<file path="src/verilog/debug_regs_pkg.sv">
// Debug register map for a 256-byte APB window; word aligned, byte strobes are not supported
package debug_regs_pkg;

    // ============================================================
    // APB bus
    // ============================================================
    localparam int APB_ADDR_WIDTH  = 8;
    localparam int APB_DATA_WIDTH  = 32;
    localparam int WORD_ADDR_WIDTH = APB_ADDR_WIDTH - 2;

    // ============================================================
    // Page layout
    // ============================================================
    // Page p is words 4p..4p+3, highest word in the top bits
    localparam int WORDS_PER_PAGE = 4;
    localparam int PAGE_COUNT     = 13;
    localparam int PAGE_WIDTH     = WORDS_PER_PAGE * APB_DATA_WIDTH;
    localparam int PAGE_SEL_WIDTH = 4;

    // Pages 0-2 query data, 3-5 subject data, 6 general debug,
    // 7-9 query debug, 10-12 subject debug

    // ============================================================
    // Register map, in word addresses
    // ============================================================
    localparam int REG_COUNT           = 56;
    localparam int ADDR_SUBJECT_LENGTH = 52;
    localparam int ADDR_SUBJECT_ID     = 53;
    localparam int ADDR_STATUS         = 54;
    localparam int ADDR_CONTROL        = 55;

    // Words below the control word are stored
    localparam int DATA_WORDS = ADDR_CONTROL;

    localparam int STATUS_WIDTH     = 26;
    localparam int CTRL_REFRESH_BIT = 0;

endpackage

</file>
<file path="src/verilog/board_pkg.sv">
// Board constants for a 50 MHz clock; LCD timing assumes an HD44780 needing about 40 us per bus phase
package board_pkg;

    // ============================================================
    // Clock and board I/O widths
    // ============================================================
    localparam int CLOCK_HZ       = 50_000_000;
    localparam int SW_WIDTH       = 18;
    localparam int LEDR_WIDTH     = 18;
    localparam int LEDG_WIDTH     = 9;
    localparam int SEG_WIDTH      = 7;   // segments g..a, active low
    localparam int HEX_DIGITS     = 8;
    localparam int LCD_DATA_WIDTH = 8;

    // Switch fields
    localparam int PAGE_SEL_LSB  = 14;
    localparam int VALUE_SEL_BIT = 10;

    // Timing defaults, 40 us per LCD phase and 0.5 s per heartbeat toggle
    localparam int LCD_STEP_CYCLES_DEFAULT  = CLOCK_HZ / 25_000;
    localparam int HEARTBEAT_CYCLES_DEFAULT = CLOCK_HZ / 2;

    // ============================================================
    // LCD command set and byte sequence
    // ============================================================
    localparam logic [LCD_DATA_WIDTH-1:0] LCD_CMD_FUNC_SET = 8'h38;
    localparam logic [LCD_DATA_WIDTH-1:0] LCD_CMD_DISP_ON  = 8'h0C;
    localparam logic [LCD_DATA_WIDTH-1:0] LCD_CMD_CLEAR    = 8'h01;
    localparam logic [LCD_DATA_WIDTH-1:0] LCD_CMD_ENTRY    = 8'h06;
    localparam logic [LCD_DATA_WIDTH-1:0] LCD_CMD_LINE1    = 8'h80;
    localparam logic [LCD_DATA_WIDTH-1:0] LCD_CMD_LINE2    = 8'hC0;

    localparam int LCD_LINE_CHARS = 16;
    // Bytes 0..3 are init, then line 1 address, 16 chars, line 2 address, 16 chars
    localparam int LCD_IDX_LINE1  = 4;
    localparam int LCD_IDX_LINE2  = LCD_IDX_LINE1 + LCD_LINE_CHARS + 1;
    localparam int LCD_IDX_LAST   = LCD_IDX_LINE2 + LCD_LINE_CHARS;
    localparam int LCD_IDX_WIDTH  = $clog2(LCD_IDX_LAST + 1);

endpackage
</file>
<file path="src/verilog/lcd_char_driver.sv">
// Write-only HD44780 sequencer; data and RS change with the rising enable edge, latched on the fall
module lcd_char_driver #(
    parameter int STEP_CYCLES = board_pkg::LCD_STEP_CYCLES_DEFAULT
) (
    input  logic                                  clock_50,
    input  logic                                  reset,
    input  logic                                  refresh,
    input  logic [debug_regs_pkg::PAGE_WIDTH-1:0] page_data,
    output logic [board_pkg::LCD_DATA_WIDTH-1:0]  lcd_data,
    output logic                                  lcd_en,
    output logic                                  lcd_rs,
    output logic                                  lcd_rw,
    output logic                                  lcd_on
);

    localparam int                STEP_W    = $clog2(STEP_CYCLES + 1);
    localparam logic [STEP_W-1:0] STEP_LAST = STEP_W'(STEP_CYCLES - 1);

    typedef enum logic {
        ST_EN_LOW,
        ST_EN_HIGH
    } phase_t;

    phase_t                                   state;
    logic [STEP_W-1:0]                        phase_cnt;
    logic [board_pkg::LCD_IDX_WIDTH-1:0]      byte_idx;
    logic [board_pkg::LCD_DATA_WIDTH-1:0]     next_byte;
    logic                                     next_rs;
    logic [4:0]                               char_pos;
    logic [3:0]                               nibble;

    function automatic logic [board_pkg::LCD_DATA_WIDTH-1:0] hex_ascii(input logic [3:0] nib);
        hex_ascii = (nib >= 4'hA) ? {4'h4, nib - 4'h9} : {4'h3, nib};
    endfunction

    // ============================================================
    // Byte selection
    // ============================================================
    // Character c shows nibble 31-c, so the top line starts at the MSBs
    assign nibble = page_data[{~char_pos, 2'b00} +: 4];

    always_comb begin
        next_byte = board_pkg::LCD_CMD_ENTRY;
        next_rs   = 1'b0;
        char_pos  = '0;
        if (byte_idx < board_pkg::LCD_IDX_LINE1) begin
            case (byte_idx[1:0])
                2'd0:    next_byte = board_pkg::LCD_CMD_FUNC_SET;
                2'd1:    next_byte = board_pkg::LCD_CMD_DISP_ON;
                2'd2:    next_byte = board_pkg::LCD_CMD_CLEAR;
                default: next_byte = board_pkg::LCD_CMD_ENTRY;
            endcase
        end else if (byte_idx == board_pkg::LCD_IDX_LINE1) begin
            next_byte = board_pkg::LCD_CMD_LINE1;
        end else if (byte_idx == board_pkg::LCD_IDX_LINE2) begin
            next_byte = board_pkg::LCD_CMD_LINE2;
        end else begin
            if (byte_idx < board_pkg::LCD_IDX_LINE2) begin
                char_pos = 5'(byte_idx - (board_pkg::LCD_IDX_LINE1 + 1));
            end else begin
                char_pos = 5'(byte_idx - (board_pkg::LCD_IDX_LINE2 + 1)
                              + board_pkg::LCD_LINE_CHARS);
            end
            next_rs   = 1'b1;
            next_byte = hex_ascii(nibble);
        end
    end

    // ============================================================
    // Enable pulse sequencer
    // ============================================================
    // Each byte is STEP_CYCLES high then STEP_CYCLES low
    always_ff @(posedge clock_50) begin
        if (reset || refresh) begin
            state     <= ST_EN_LOW;
            phase_cnt <= '0;
            byte_idx  <= '0;
            lcd_en    <= 1'b0;
            lcd_rs    <= 1'b0;
            lcd_data  <= '0;
        end else begin
            case (state)
                ST_EN_LOW: begin
                    if (phase_cnt == STEP_LAST) begin
                        phase_cnt <= '0;
                        lcd_data  <= next_byte;
                        lcd_rs    <= next_rs;
                        lcd_en    <= 1'b1;
                        state     <= ST_EN_HIGH;
                    end else begin
                        phase_cnt <= phase_cnt + 1'b1;
                    end
                end
                ST_EN_HIGH: begin
                    if (phase_cnt == STEP_LAST) begin
                        phase_cnt <= '0;
                        lcd_en    <= 1'b0;
                        state     <= ST_EN_LOW;
                        // Init runs once, the frame repeats
                        if (byte_idx == board_pkg::LCD_IDX_LAST) begin
                            byte_idx <= board_pkg::LCD_IDX_WIDTH'(board_pkg::LCD_IDX_LINE1);
                        end else begin
                            byte_idx <= byte_idx + 1'b1;
                        end
                    end else begin
                        phase_cnt <= phase_cnt + 1'b1;
                    end
                end
                default: state <= ST_EN_LOW;
            endcase
        end
    end

    // Display is only ever written
    assign lcd_rw = 1'b0;
    assign lcd_on = 1'b1;

endmodule

</file>
<file path="config.mk">
export PLATFORM = sky130hd
export DESIGN_NAME = lcd_char_driver
export DESIGN_NICKNAME = d
export VERILOG_FILES = /design/src/verilog/debug_regs_pkg.sv /design/src/verilog/board_pkg.sv /design/src/verilog/lcd_char_driver.sv
export SDC_FILE = /design/constraint.sdc
export NUM_CORES = 1
export LEC_CHECK = 0
export BUFFER_PORTS_ARGS = -buffer_cell sky130_fd_sc_hd__clkbuf_2
export CAP_MARGIN = 20
export CORE_MARGIN = 2
export CORE_UTILIZATION = 48
export DETAILED_ROUTE_END_ITERATION = 16
export GPL_TIMING_DRIVEN = 0
export PLACE_DENSITY = 0.9
export SYNTH_ARGS = -nofsm -noshare
export SYNTH_HDL_FRONTEND = slang
export SYNTH_SLANG_ARGS = --single-unit
</file>
<file path="constraint.sdc">
create_clock -name clock_50 -period 5 [get_ports clock_50]
set_input_delay 0.75 -clock clock_50 [delete_from_list [all_inputs] [get_ports clock_50]]
set_output_delay 0.75 -clock clock_50 [all_outputs]
set_load 0.01 [all_outputs]
</file>
==> results.md <==
Logic synthesis:
- Sorting the synthesized cells by area gives the leading types as sky130_fd_sc_hd__dfxtp_1 (17%), sky130_fd_sc_hd__nand2_1 (8.1%), sky130_fd_sc_hd__mux2i_1 (5.8%).
- The netlist area before placement is between 3000 and 4000 µm².
- In this run, synthesis produced a sequential element count of 27.
- The count of flip-flops with a built-in enable after synthesis is 0.
- After synthesis, the largest area contributor takes up between 10% and 20% of total cell area.
- The largest area contributor in the synthesized netlist is sky130_fd_sc_hd__dfxtp_1.
- By count the netlist is led by sky130_fd_sc_hd__nand2_1 (67), sky130_fd_sc_hd__nor2_1 (37), sky130_fd_sc_hd__dfxtp_1 (27).
- Yosys printed 0 warnings.
- Sequential elements use between 10% and 20% of the synthesized area.
- The most frequently used cell type in the post-synthesis netlist is sky130_fd_sc_hd__nand2_1.
- For this run, asynchronously set or reset flops after synthesis account for 0%.
- The post-synthesis area per instance is ~7.5 µm².
- The post-synthesis net count is roughly 560.
- The most used flip-flop cell after synthesis is sky130_fd_sc_hd__dfxtp_1.
- Synthesis handed over a netlist of 412 instances.
- The number of distinct library cells after synthesis is 72.

Worst setup path:
- The data arrival time at the worst-slack endpoint is just under 5000 ps.
- The startpoint of the most critical setup path is byte_idx[0].
- The worst reg2reg path startpoint is byte_idx[0].
- The critical path is of the reg -> reg type.
- The worst setup path is launched from a flop.
- Along the worst path, the maximum fanout reaches 10.
- The worst setup path is captured at a flop.
- The required time of the critical path is ~5200 ps.

Routing:
- The routed wire length is roughly 11000 µm.
- The routed layout has between 3000 and 4000 vias.
- The final antenna-violating net count is 0.
- For this run, design rule violations remaining after detail routing come to 0.
- The initial detailed-routing violation count is 348.
- The detailed-routing iteration count for the pre-antenna-repair pass is 5.
- Dividing the detail-routed via count by the number of cells gives around 6.
- In the final routed layout, each cell accounts on average for roughly 17 µm.

Global routing:
- The sum of overflow across all layers after global routing is 0.
- The first global-routing pass estimated ~18000 µm of wire.
- The via count of the first global-routing pass is approximately 3800.
- The initial antenna violation count is 0.
- The largest net degree at the start of global routing is 17.
- Global routing used between 20% and 30% of the available tracks.

Die:
- Measured along the x axis, the die boundary spans roughly 84 µm.
- The effective utilization at floorplan is between 40 and 50%.
- The number of primary I/O pins is ~140.
- The die span in y is approximately 84 µm.
- The standard-cell row count is 29.
- The standard cell core area is roughly 6300 µm².
- The die covers between 7000 and 8000 µm².

Finish:
- Counting the fill cells in the layout gives between 500 and 600.
- The number of antenna cells inserted is 0.
- The number of nets in the finished design is approximately 700.
- Compared with the post-synthesis result, the final layout area differs by 27.4%.
- The proportion of layout cells with a drive suffix above 1 is about a third.

Worst hold path:
- In this run the worst hold path is classified as reg -> reg.
- In this run the most critical hold path is launched from lcd_data[7].

Outcome:
- The run finished with clean final reports.

Clock tree:
- The number of clock sinks is 27.
- The maximum number of buffers from clock root to sink is 2.
- The later pin in the worst-skew pair is clocked with a latency of between 200 and 300 ps.
- Post-CTS repair changed the size of 0 cells.
- The root buffer cell is sky130_fd_sc_hd__clkbuf_8.
- For this design, the CTS-stage hold fixing added 0 buffers.
- The deepest level of the CTS H-tree is 1.
- The clock slew seen by the registers of the worst setup and hold paths is around 100 ps.
- The clock tree from TritonCTS is yes.
- The setup fix buffers added after clock tree synthesis is 0.
- The number of CTS-inserted buffers is 3.

STA:
- The post-route clock skew is 7.79 ps.
- The final critical path time including I/O delays and setup is around 4700 ps.
- Setup repair after global routing left no endpoint under its margin.
- The measured slew at the worst slew-check pin is about 760 ps.
- After routing, the total negative slack on setup checks comes to 0 ps.
- Setup violations remaining at the end of the flow were counted as 0.
- Setup slack on the critical path of the routed design comes to ~320 ps.
- Headroom to the max-slew limit came out at between 40% and 50%.
- Timing would allow up to roughly 210 MHz.
- The final-report hold violation count is 0.
- The final count of pins violating max slew was 0.
- The share of the clock period used by the worst path is between 90% and 100%.

Job:
- Max-cap violations in this run came to 0.

Place:
- At the end of routability-driven placement, the weighted congestion stood at 0.987.
- At the placement stage, the worst setup path has a slack of ~280 ps.
- The sum of net half-perimeters after detailed placement is between 8000 and 9000 µm.
- Port buffering added between 100 and 150 buffers.

Power and ir drop:
- For this design the ratio of total power to cell area is roughly 110 nW/µm².
- The leakage power summed over all cells is around 1.8 nW.
- The peak supply drop is between 150 and 200 µV.
[flip-flops by register name (all words and copies together) (netlist names)]
| signal | cells |
|---|---|
| lcd_rs | 1 |
| byte_idx | 6 |
| state | 1 |
| lcd_en | 1 |
| lcd_data | 7 |
| phase_cnt | 11 |
[worst max-delay path, cell delays in order, from the launching register on]
cell	delay (ps)
sky130_fd_sc_hd__dfxtp_1	350
sky130_fd_sc_hd__buf_2	200
sky130_fd_sc_hd__inv_1	170
sky130_fd_sc_hd__ha_1	270
sky130_fd_sc_hd__and2b_4	240
sky130_fd_sc_hd__o22ai_4	290
sky130_fd_sc_hd__mux2i_2	660
sky130_fd_sc_hd__nand2_4	180
sky130_fd_sc_hd__buf_6	210
sky130_fd_sc_hd__nor2_2	160
sky130_fd_sc_hd__a32o_1	220
sky130_fd_sc_hd__nor2_1	60
sky130_fd_sc_hd__a31o_2	210
sky130_fd_sc_hd__o32ai_2	430
sky130_fd_sc_hd__ha_1	230
sky130_fd_sc_hd__inv_1	70
sky130_fd_sc_hd__a211o_1	270
sky130_fd_sc_hd__a221o_1	300
sky130_fd_sc_hd__o21ai_0	70
[power by group]
part	switching [W]	total, W	internal (W)
Combinational	0.0000412	0.0000960	0.0000548
Clock	0.0000687	0.000125	0.0000565
Sequential	0.000000713	0.000216	0.000216
Total	0.000111	0.000438	0.000327
[cells by family (layout without fill, tap and decap cells)]
family,Yosys count,after routing,share of synthesized area [%]
adders and majority gates,14,14,5.67
buffers and inverters,38,182,6.88
muxes,26,26,10.0
AOI/OAI and AO/OA,108,108,26.8
and+or+nand+nor,180,180,27.5
DFF,27,27,17.5
xor gates and xnor gates,17,17,5.42
other,2,2,0.243
[layout make-up]
type	count	area (µm²)	area share, %
Multi-Input combinational cell	347	2340	59.4
Clock inverter	1	7.51	0.191
Sequential cell	27	541	13.7
Inverter	11	41.3	1.05
Buffer	27	173	4.38
Tap cell	77	96.3	2.45
Timing Repair Buffer	140	701	17.8
Clock buffer	3	41.3	1.05
[layer usage]
layer  track usage [%]  vias up  wire length (µm)
li1                  -     1801                 -
met1              35.1     1707              4030
met2              50.1      251              5120
met3              5.01       44               941
met4              17.2        0               518
met5                 0        -                 0
[final timing paths]
check        depth (start not counted)  slack, ps     endpoint
max                                 18        320  lcd_data[1]
max reg2reg                         18        320  lcd_data[1]
min reg2reg                          2        490  lcd_data[7]
min                                  2        490  lcd_data[7]
[through the flow]
step | utilization, % | hold WS (ps) | cell area (µm²) | total power, W | std cells
6_report | 62.7 | 490 | 3940 | 0.000438 | 633
5_1_grt | 62.7 | 520 | 3940 | 0.000455 | 633
4_1_cts | 62.7 | 491 | 3940 | 0.000438 | 633
3_5_place_dp | 61.9 | 473 | 3890 | 0.000315 | 629
3_3_place_gp | 61.9 | 445 | 3890 | 0.000314 | 629
2_1_floorplan | - | 430 | 3090 | 0.000255 | 412
[cells in the final DEF (no fill, tap or decap), types with 9 or more instances in the layout]
| cell type | count |
|---|---|
| sky130_fd_sc_hd__clkbuf_2 | 141 |
| sky130_fd_sc_hd__nand2_1 | 67 |
| sky130_fd_sc_hd__nor2_1 | 37 |
| sky130_fd_sc_hd__dfxtp_1 | 27 |
| sky130_fd_sc_hd__nand3_1 | 21 |
| sky130_fd_sc_hd__mux2i_1 | 18 |
| sky130_fd_sc_hd__a211oi_1 | 18 |
| sky130_fd_sc_hd__a31oi_1 | 16 |
| sky130_fd_sc_hd__ha_1 | 14 |
| sky130_fd_sc_hd__and3_1 | 13 |
| sky130_fd_sc_hd__inv_1 | 11 |
| sky130_fd_sc_hd__a21oi_1 | 11 |
| sky130_fd_sc_hd__o21ai_0 | 10 |
| sky130_fd_sc_hd__xnor2_1 | 9 |
(Power assumes the default switching activity.)
