<file path="config.mk">
export PLATFORM = sky130hd
export DESIGN_NAME = board_indicators
export DESIGN_NICKNAME = d
export VERILOG_FILES = /design/src/verilog/debug_regs_pkg.sv /design/src/verilog/board_pkg.sv /design/src/verilog/board_indicators.sv
export SDC_FILE = /design/constraint.sdc
export NUM_CORES = 1
export LEC_CHECK = 0
export ABC_AREA = 1
export BUFFER_PORTS_ARGS = -buffer_cell sky130_fd_sc_hd__buf_2
export CORE_UTILIZATION = 52
export DETAILED_ROUTE_END_ITERATION = 10
export PLACE_DENSITY = 0.81
export SYNTH_ARGS = -nofsm -noshare
export SYNTH_HDL_FRONTEND = slang
export SYNTH_SLANG_ARGS = --single-unit
</file>
<file path="constraint.sdc">
create_clock -name clock_50 -period 2.7 [get_ports clock_50]
set_clock_uncertainty 0.05 [all_clocks]
set_input_delay 0.675 -clock clock_50 [delete_from_list [all_inputs] [get_ports clock_50]]
set_output_delay 0.675 -clock clock_50 [all_outputs]
set_load 0.005 [all_outputs]
</file>
<file path="src/verilog/debug_regs_pkg.sv">
// Debug register map for a 256-byte APB window; word aligned, byte strobes are not supported
package debug_regs_pkg;

    // ============================================================
    // APB bus
    // ============================================================
    localparam int APB_ADDR_WIDTH  = 8;
    localparam int APB_DATA_WIDTH  = 32;
    localparam int WORD_ADDR_WIDTH = APB_ADDR_WIDTH - 2;

    // ============================================================
    // Page layout
    // ============================================================
    // Page p is words 4p..4p+3, highest word in the top bits
    localparam int WORDS_PER_PAGE = 4;
    localparam int PAGE_COUNT     = 13;
    localparam int PAGE_WIDTH     = WORDS_PER_PAGE * APB_DATA_WIDTH;
    localparam int PAGE_SEL_WIDTH = 4;

    // Pages 0-2 query data, 3-5 subject data, 6 general debug,
    // 7-9 query debug, 10-12 subject debug

    // ============================================================
    // Register map, in word addresses
    // ============================================================
    localparam int REG_COUNT           = 56;
    localparam int ADDR_SUBJECT_LENGTH = 52;
    localparam int ADDR_SUBJECT_ID     = 53;
    localparam int ADDR_STATUS         = 54;
    localparam int ADDR_CONTROL        = 55;

    // Words below the control word are stored
    localparam int DATA_WORDS = ADDR_CONTROL;

    localparam int STATUS_WIDTH     = 26;
    localparam int CTRL_REFRESH_BIT = 0;

endpackage

</file>
<file path="src/verilog/board_pkg.sv">
// Board constants for a 50 MHz clock; LCD timing assumes an HD44780 needing about 40 us per bus phase
package board_pkg;

    // ============================================================
    // Clock and board I/O widths
    // ============================================================
    localparam int CLOCK_HZ       = 50_000_000;
    localparam int SW_WIDTH       = 18;
    localparam int LEDR_WIDTH     = 18;
    localparam int LEDG_WIDTH     = 9;
    localparam int SEG_WIDTH      = 7;   // segments g..a, active low
    localparam int HEX_DIGITS     = 8;
    localparam int LCD_DATA_WIDTH = 8;

    // Switch fields
    localparam int PAGE_SEL_LSB  = 14;
    localparam int VALUE_SEL_BIT = 10;

    // Timing defaults, 40 us per LCD phase and 0.5 s per heartbeat toggle
    localparam int LCD_STEP_CYCLES_DEFAULT  = CLOCK_HZ / 25_000;
    localparam int HEARTBEAT_CYCLES_DEFAULT = CLOCK_HZ / 2;

    // ============================================================
    // LCD command set and byte sequence
    // ============================================================
    localparam logic [LCD_DATA_WIDTH-1:0] LCD_CMD_FUNC_SET = 8'h38;
    localparam logic [LCD_DATA_WIDTH-1:0] LCD_CMD_DISP_ON  = 8'h0C;
    localparam logic [LCD_DATA_WIDTH-1:0] LCD_CMD_CLEAR    = 8'h01;
    localparam logic [LCD_DATA_WIDTH-1:0] LCD_CMD_ENTRY    = 8'h06;
    localparam logic [LCD_DATA_WIDTH-1:0] LCD_CMD_LINE1    = 8'h80;
    localparam logic [LCD_DATA_WIDTH-1:0] LCD_CMD_LINE2    = 8'hC0;

    localparam int LCD_LINE_CHARS = 16;
    // Bytes 0..3 are init, then line 1 address, 16 chars, line 2 address, 16 chars
    localparam int LCD_IDX_LINE1  = 4;
    localparam int LCD_IDX_LINE2  = LCD_IDX_LINE1 + LCD_LINE_CHARS + 1;
    localparam int LCD_IDX_LAST   = LCD_IDX_LINE2 + LCD_LINE_CHARS;
    localparam int LCD_IDX_WIDTH  = $clog2(LCD_IDX_LAST + 1);

endpackage
</file>
<file path="src/verilog/board_indicators.sv">
// Seven-segment digits are active low with segment a in bit 0; outputs lag their inputs by one cycle
module board_indicators #(
    parameter int HEARTBEAT_CYCLES = board_pkg::HEARTBEAT_CYCLES_DEFAULT
) (
    input  logic                                      clock_50,
    input  logic                                      reset,
    input  logic [board_pkg::SW_WIDTH-1:0]            sw,
    input  logic [debug_regs_pkg::APB_DATA_WIDTH-1:0] subject_length,
    input  logic [debug_regs_pkg::APB_DATA_WIDTH-1:0] subject_id,
    input  logic [debug_regs_pkg::STATUS_WIDTH-1:0]   status,
    output logic [board_pkg::SEG_WIDTH-1:0]           hex0,
    output logic [board_pkg::SEG_WIDTH-1:0]           hex1,
    output logic [board_pkg::SEG_WIDTH-1:0]           hex2,
    output logic [board_pkg::SEG_WIDTH-1:0]           hex3,
    output logic [board_pkg::SEG_WIDTH-1:0]           hex4,
    output logic [board_pkg::SEG_WIDTH-1:0]           hex5,
    output logic [board_pkg::SEG_WIDTH-1:0]           hex6,
    output logic [board_pkg::SEG_WIDTH-1:0]           hex7,
    output logic [board_pkg::LEDR_WIDTH-1:0]          ledr,
    output logic [board_pkg::LEDG_WIDTH-1:0]          ledg
);

    localparam int              HB_W    = $clog2(HEARTBEAT_CYCLES + 1);
    localparam logic [HB_W-1:0] HB_LAST = HB_W'(HEARTBEAT_CYCLES - 1);

    logic [board_pkg::SEG_WIDTH-1:0]          hex_q [board_pkg::HEX_DIGITS];
    logic [debug_regs_pkg::APB_DATA_WIDTH-1:0] shown;
    logic [board_pkg::LEDG_WIDTH-2:0]         ledg_low;
    logic [HB_W-1:0]                          hb_cnt;
    logic                                     heartbeat;

    function automatic logic [board_pkg::SEG_WIDTH-1:0] seg7(input logic [3:0] nib);
        case (nib)
            4'h0: seg7 = 7'h40;
            4'h1: seg7 = 7'h79;
            4'h2: seg7 = 7'h24;
            4'h3: seg7 = 7'h30;
            4'h4: seg7 = 7'h19;
            4'h5: seg7 = 7'h12;
            4'h6: seg7 = 7'h02;
            4'h7: seg7 = 7'h78;
            4'h8: seg7 = 7'h00;
            4'h9: seg7 = 7'h10;
            4'hA: seg7 = 7'h08;
            4'hB: seg7 = 7'h03;
            4'hC: seg7 = 7'h46;
            4'hD: seg7 = 7'h21;
            4'hE: seg7 = 7'h06;
            default: seg7 = 7'h0E;
        endcase
    endfunction

    // ID when the switch is up, length otherwise
    assign shown = sw[board_pkg::VALUE_SEL_BIT] ? subject_id : subject_length;

    always_ff @(posedge clock_50) begin
        if (reset) begin
            for (int k = 0; k < board_pkg::HEX_DIGITS; k++) begin
                hex_q[k] <= seg7(4'h0);
            end
            ledr     <= '0;
            ledg_low <= '0;
        end else begin
            for (int k = 0; k < board_pkg::HEX_DIGITS; k++) begin
                hex_q[k] <= seg7(shown[k*4 +: 4]);
            end
            // Upper status bits on red, lower on green
            ledr     <= status[debug_regs_pkg::STATUS_WIDTH-1 -: board_pkg::LEDR_WIDTH];
            ledg_low <= status[board_pkg::LEDG_WIDTH-2:0];
        end
    end

    // Heartbeat toggles every HEARTBEAT_CYCLES cycles
    always_ff @(posedge clock_50) begin
        if (reset) begin
            hb_cnt    <= '0;
            heartbeat <= 1'b0;
        end else if (hb_cnt == HB_LAST) begin
            hb_cnt    <= '0;
            heartbeat <= ~heartbeat;
        end else begin
            hb_cnt <= hb_cnt + 1'b1;
        end
    end

    assign hex0 = hex_q[0];
    assign hex1 = hex_q[1];
    assign hex2 = hex_q[2];
    assign hex3 = hex_q[3];
    assign hex4 = hex_q[4];
    assign hex5 = hex_q[5];
    assign hex6 = hex_q[6];
    assign hex7 = hex_q[7];
    assign ledg = {heartbeat, ledg_low};

endmodule

</file>
==> results.json, run 1 <==
{
  "start_util_pct": 53.1,
  "synth_seq_cells": 108,
  "stdcell_count": 1172,
  "maxCapViolCount": 0,
  "hold_class": "flip-flop to flip-flop",
  "place_hpwl_mm": 10.0,
  "setup_ws_ps": 669,
  "core-area_um2": 11400,
  "cts_hold_buf": 0,
  "syn2layout_area_growth_pct": 20.1,
  "grt_pass1_wl_mm": 21.0,
  "tightest_slew_ps": 599,
  "clk_pin_slew_ps": 70,
  "drv_slew": 0,
  "gp_congestion": 0.898,
  "grt_max_degree": 54,
  "ant_nets": 0,
  "dp.cells": 1155,
  "power.leakage_nw": 3.77,
  "critPathArrivalTime_ps": 2190,
  "cts_max_level": 3,
  "tns_ps": 0,
  "yosysSeqAreaShare_pct": 35.6,
  "cts.sinks": 108,
  "crit_path_start_kind": "input pin",
  "grt-ovfl-total": 0,
  "design_area_um2": 7290,
  "via_count": 5662,
  "critPathMaxFanout": 35,
  "die-area_um2": 12100,
  "synth_cell_types": 29,
  "setup_violations": 0,
  "via_per_inst": 4.83,
  "numCtsBuffers": 9,
  "syn-num-nets": 1009,
  "pre_cts_slack_ps": 305,
  "grt_usage_pct": 22.1,
  "cp_common_cell": "buf_4",
  "die_h_um": 110,
  "clock_path_buffers": 2,
  "fmax_ghz": 0.492,
  "slew-limit-headroom_pct": 60.0,
  "numPortBuffers": 175,
  "die_x_um": 110,
  "drive_gt1_share_pct": 25.5,
  "synth_edf_count": 0,
  "routed_wl_mm": 13.2,
  "post_cts_buffers": 0,
  "worstPathCellList": "buf_4 > buf_4 > nand2_1 > o21ai_2 > inv_2 > ha_1 > inv_1 > nor2_1 > o21ai_0 > a21oi_1",
  "rsz0062_at_grt": "false",
  "drc_errors": 0,
  "grt_pass1_vias": 4823,
  "crit_slowest_cell": "buf_4",
  "dr.pass1.iters": 5,
  "num-nets-final": 1182,
  "ys.warnings.count": 0,
  "syn_inst": 850,
  "max_stage_delay_ps": 350,
  "synth_top_flop_cell": "dfxtp_1",
  "power_density_nw_per_um2": 504,
  "critical_path_class": "input pin to flip-flop",
  "hold_viol": 0,
  "nFillCells": 1051,
  "pin_count": 193,
  "finalCriticalPeriod_ps": 2030,
  "critPathRequiredTime_ps": 2860,
  "clkLatencyLatePin_ps": 360,
  "root_buffer": "clkbuf_16",
  "place_area_um2": 7010,
  "status": "complete, no violations",
  "drtIter0Drc": 318,
  "syn_avg_cell_area_um2": 7.14,
  "end_kind": "flip-flop",
  "async_flop_share_pct": 0,
  "antenna_found_initial": 1,
  "cts_tree": "done",
  "wire_per_inst_um": 11.3,
  "netlist_area_um2": 6070,
  "ctsResizeCount": 0,
  "peakVddDrop_mv": 0.471,
  "rows": 39,
  "period_share_pct": 75.2
}
==> cell usage in the layout (no fill, tap or decap), types with 2 or more instances in the layout <==
| cell type | Yosys | layout |
|---|---|---|
| inv_1 | 126 | 126 |
| o21a_1 | 3 | 3 |
| o21ai_4 | 10 | 10 |
| dfxtp_1 | 108 | 108 |
| o21ai_2 | 16 | 16 |
| a21oi_1 | 39 | 39 |
| o21ai_0 | 29 | 29 |
| nor2_2 | 6 | 6 |
| o21ai_1 | 12 | 12 |
| nand2_2 | 7 | 7 |
| ha_1 | 49 | 49 |
| clkinv_4 | 0 | 2 |
| buf_4 | 2 | 9 |
| inv_6 | 0 | 2 |
| xor2_1 | 10 | 10 |
| xnor2_1 | 2 | 2 |
| buf_2 | 3 | 174 |
| clkbuf_16 | 0 | 9 |
| a211oi_1 | 4 | 4 |
| nand2_1 | 199 | 199 |
| nand3_1 | 62 | 62 |
| nor2_4 | 11 | 11 |
| inv_2 | 13 | 13 |
| nor2_1 | 119 | 119 |
==> cells in the mapped netlist, types with 2 or more instances <==
library cell	number	area, um^2
a211oi_1	4	30.0
a21oi_1	39	195
buf_2	3	15.0
buf_4	2	15.0
buf_6	8	90.1
clkbuf_1	6	22.5
dfxtp_1	108	2160
ha_1	49	613
inv_1	126	473
inv_2	13	48.8
nand2_1	199	747
nand2_2	7	43.8
nand3_1	62	310
nor2_1	119	447
nor2_2	6	37.5
nor2_4	11	124
o21a_1	3	22.5
o21ai_0	29	145
o21ai_1	12	60.1
o21ai_2	16	140
o21ai_4	10	163
xnor2_1	2	17.5
xor2_1	10	87.6
==> routing by layer <==
metal	vias to the layer above	GRT usage, %	wire length, um
li1	2971	-	-
met1	2482	26.2	5710
met2	190	37.7	6340
met3	19	7.64	970
met4	0	6.67	199
met5	-	0	0
==> area by class of cell <==
cell class,instances,area (um^2),share of cell area [%]
Tap cell,143,179,2.46
Antenna cell,1,2.50,0.0343
Clock inverter,6,47.5,0.652
Clock buffer,10,229,3.14
Sequential cell,108,2160,29.7
Multi-Input combinational cell,582,3210,44.0
Timing Repair Buffer,183,938,12.9
Inverter,139,522,7.16
==> critical path, delay by kind of cell <==
family                     cells  cell delay, ps
buffers and inverters          4             760
AOI/OAI and AO/OA              3             380
adders and majority gates      1             230
and+or+nand+nor                2             130
==> through the flow <==
step	util [%]	hold slack [ps]	total power, mW
floorplan	-	367	2.22
global placement	61.4	381	2.45
detailed placement	61.4	393	2.47
CTS	63.8	403	3.71
global route	63.8	430	3.90
finish	63.8	404	3.68
==> power breakdown <==
part | internal (mW) | switching [mW] | leakage [nW]
Combinational | 0.286 | 0.427 | 2.75
Sequential | 1.69 | 0.0262 | 0.892
Clock | 0.634 | 0.608 | 0.133
==> cells by family (layout without fill, tap and decap cells) <==
logic type | Yosys count | in the layout | synth area share, %
other | 0 | 1 | 0
buffers and inverters | 160 | 338 | 11.5
adders and majority gates | 49 | 49 | 10.1
DFF | 108 | 108 | 35.6
and+or+nand+nor | 408 | 408 | 28.6
xor gates and xnor gates | 12 | 12 | 1.73
AOI/OAI and AO/OA | 113 | 113 | 12.5
==> registers in the layout (all words and copies together), names as in the netlist <==
name / count
ledr: 18
hex_q: 56
hb_cnt: 25
ledg_low: 8
heartbeat: 1
==> path summary, 6_finish.rpt <==
check	start	endpoint	slack, ps	depth (start not counted)
setup / recovery	sw[10]	hex_q[0][21]$_SDFF_PP0_	670	10
hold / removal	hb_cnt[0]$_SDFF_PP0_	hb_cnt[0]$_SDFF_PP0_	400	1
setup reg to reg	hb_cnt[0]$_SDFF_PP0_	hb_cnt[17]$_SDFF_PP0_	910	8
hold reg to reg	hb_cnt[0]$_SDFF_PP0_	hb_cnt[0]$_SDFF_PP0_	400	1
(Power assumes the default switching activity.)
==> run 2: changes to the inputs <==
==> constraint.sdc (replaced) <==
create_clock -name clock_50 -period 1.9 [get_ports clock_50]
set_clock_uncertainty 0.05 [all_clocks]
set_input_delay 0.475 -clock clock_50 [delete_from_list [all_inputs] [get_ports clock_50]]
set_output_delay 0.475 -clock clock_50 [all_outputs]
set_load 0.005 [all_outputs]
==> results.json, run 2 (synthesis results as in run 1) <==
{
  "die_x_um": 110,
  "wire_per_inst_um": 10.9,
  "largest_reg_flops": 56,
  "drc_errors": 0,
  "crit_buf_inv": 0,
  "syn2layout_area_growth_pct": 25.1,
  "cts_max_level": 3,
  "ant_nets": 0,
  "cp_common_cell": "nand2_1",
  "place_area_um2": 7280,
  "slew-limit-headroom_pct": 78.5,
  "numCtsBuffers": 9,
  "status": "complete, no violations",
  "via_count": 5654,
  "setup_ws_ps": 275,
  "drtIter0Drc": 219,
  "finish.utilization_pct": 66.5,
  "layout_common_cells": "nand2_1 (199), buf_2 (174), inv_1 (126), nor2_1 (119), dfxtp_1 (108)",
  "grt_usage_pct": 22.2,
  "hold_class": "input pin to flip-flop",
  "crit_path_start_kind": "flip-flop",
  "maxCapViolCount": 0,
  "dr.pass1.iters": 5,
  "root_buffer": "clkbuf_16",
  "critPathArrivalTime_ps": 1850,
  "antenna_found_initial": 1,
  "design_area_um2": 7590,
  "die-area_um2": 12100,
  "peakVddDrop_mv": 0.600,
  "crit_slowest_cell": "dfxtp_1",
  "start_util_pct": 53.1,
  "top_regs": "hex_q: 56 flops, hb_cnt: 25 flops, ledr: 18 flops",
  "grt_pass1_vias": 4854,
  "critPathRequiredTime_ps": 2120,
  "cts_hold_buf": 0,
  "cpLargestDelayFamily": "simple AND/OR/NAND/NOR gates",
  "post_cts_buffers": 0,
  "power_density_nw_per_um2": 723,
  "die_h_um": 110,
  "largest-register": "hex_q",
  "grt_pass1_wl_mm": 21.0,
  "ctsResizeCount": 0,
  "finalCriticalPeriod_ps": 1620,
  "power.leakage_nw": 3.96,
  "gp_congestion": 0.888,
  "tightest_slew_ps": 322,
  "grt_max_degree": 24,
  "critPathMaxFanout": 5,
  "pin_count": 193,
  "hold_viol": 0,
  "end_kind": "flip-flop",
  "via_per_inst": 4.69,
  "routed_wl_mm": 13.1,
  "numPortBuffers": 175,
  "final_common_cell": "nand2_1",
  "place_hpwl_mm": 10.4,
  "num-nets-final": 1215,
  "cts_tree": "done",
  "worstPathCellList": "ha_1 > nand2_1 > nor2_1 > nand2_1 > nor2_4 > nand2_1 > nand2_1 > nand2_1 > nor2_1",
  "cts.sinks": 108,
  "setup_violations": 0,
  "clkLatencyLatePin_ps": 340,
  "rsz0062_at_grt": "false",
  "drv_slew": 0,
  "pre_cts_slack_ps": -25.5,
  "clk_pin_slew_ps": 70,
  "fmax_ghz": 0.615,
  "max_stage_delay_ps": 350,
  "drive_gt1_share_pct": 27.6,
  "holdWs_ps": 286,
  "clock_path_buffers": 2,
  "core-area_um2": 11400,
  "critical_path_class": "flip-flop to flip-flop",
  "rows": 39,
  "grt-ovfl-total": 0,
  "period_share_pct": 85.5
}
==> run 2: where the power goes <==
part / total [mW] / switching, mW / leakage (nW) / internal [mW]
Combinational: 1.09 / 0.614 / 2.92 / 0.473
Clock: 1.96 / 0.798 / 0.151 / 1.16
Sequential: 2.44 / 0.0374 / 0.892 / 2.41
==> run 2: area by class of cell <==
| cell class | count | area (um^2) |
|---|---|---|
| clock buffers | 12 | 236 |
| repair buffers | 216 | 1210 |
| multi-input cells | 582 | 3210 |
| inverters | 139 | 522 |
| diodes | 1 | 2.50 |
| clock inverters | 4 | 73.8 |
| flip-flops and latches | 108 | 2160 |
| fillers | 1030 | 3820 |
| well taps | 143 | 179 |
==> run 2: final timing paths <==
check / cells after the start / startpoint / to / slack (ps)
worst max-delay path: 9 / hb_cnt[0]$_SDFF_PP0_ / hb_cnt[20]$_SDFF_PP0_ / 280
worst min-delay path: 3 / status[19] / ledr[11]$_SDFF_PP0_ / 290
worst max register to register: 9 / hb_cnt[0]$_SDFF_PP0_ / hb_cnt[20]$_SDFF_PP0_ / 280
worst min register to register: 1 / hb_cnt[0]$_SDFF_PP0_ / hb_cnt[0]$_SDFF_PP0_ / 400
==> run 2: worst register-to-register path, cell delays in order (launching register included) <==
cell	delay [ps]
dfxtp_1	350
ha_1	190
nand2_1	60
nor2_1	230
nand2_1	230
nor2_4	210
nand2_1	70
nand2_1	50
nand2_1	40
nor2_1	90
==> run 2: layer usage <==
metal / routed length (um) / GRT usage (%)
met1: 5790 / 26.7
met2: 6310 / 39.0
met3: 813 / 4.64
met4: 185 / 7.71
met5: 0 / 0
==> run 2: per-stage QoR <==
stage / total power [mW] / TNS, ps / instances
after floorplan: 3.16 / 0 / 850
after global placement: 3.56 / 0 / 1188
after detailed placement: 3.58 / -25.5 / 1188
after CTS: 5.54 / 0 / 1204
after global routing: 5.81 / 0 / 1204
final: 5.49 / 0 / 1205
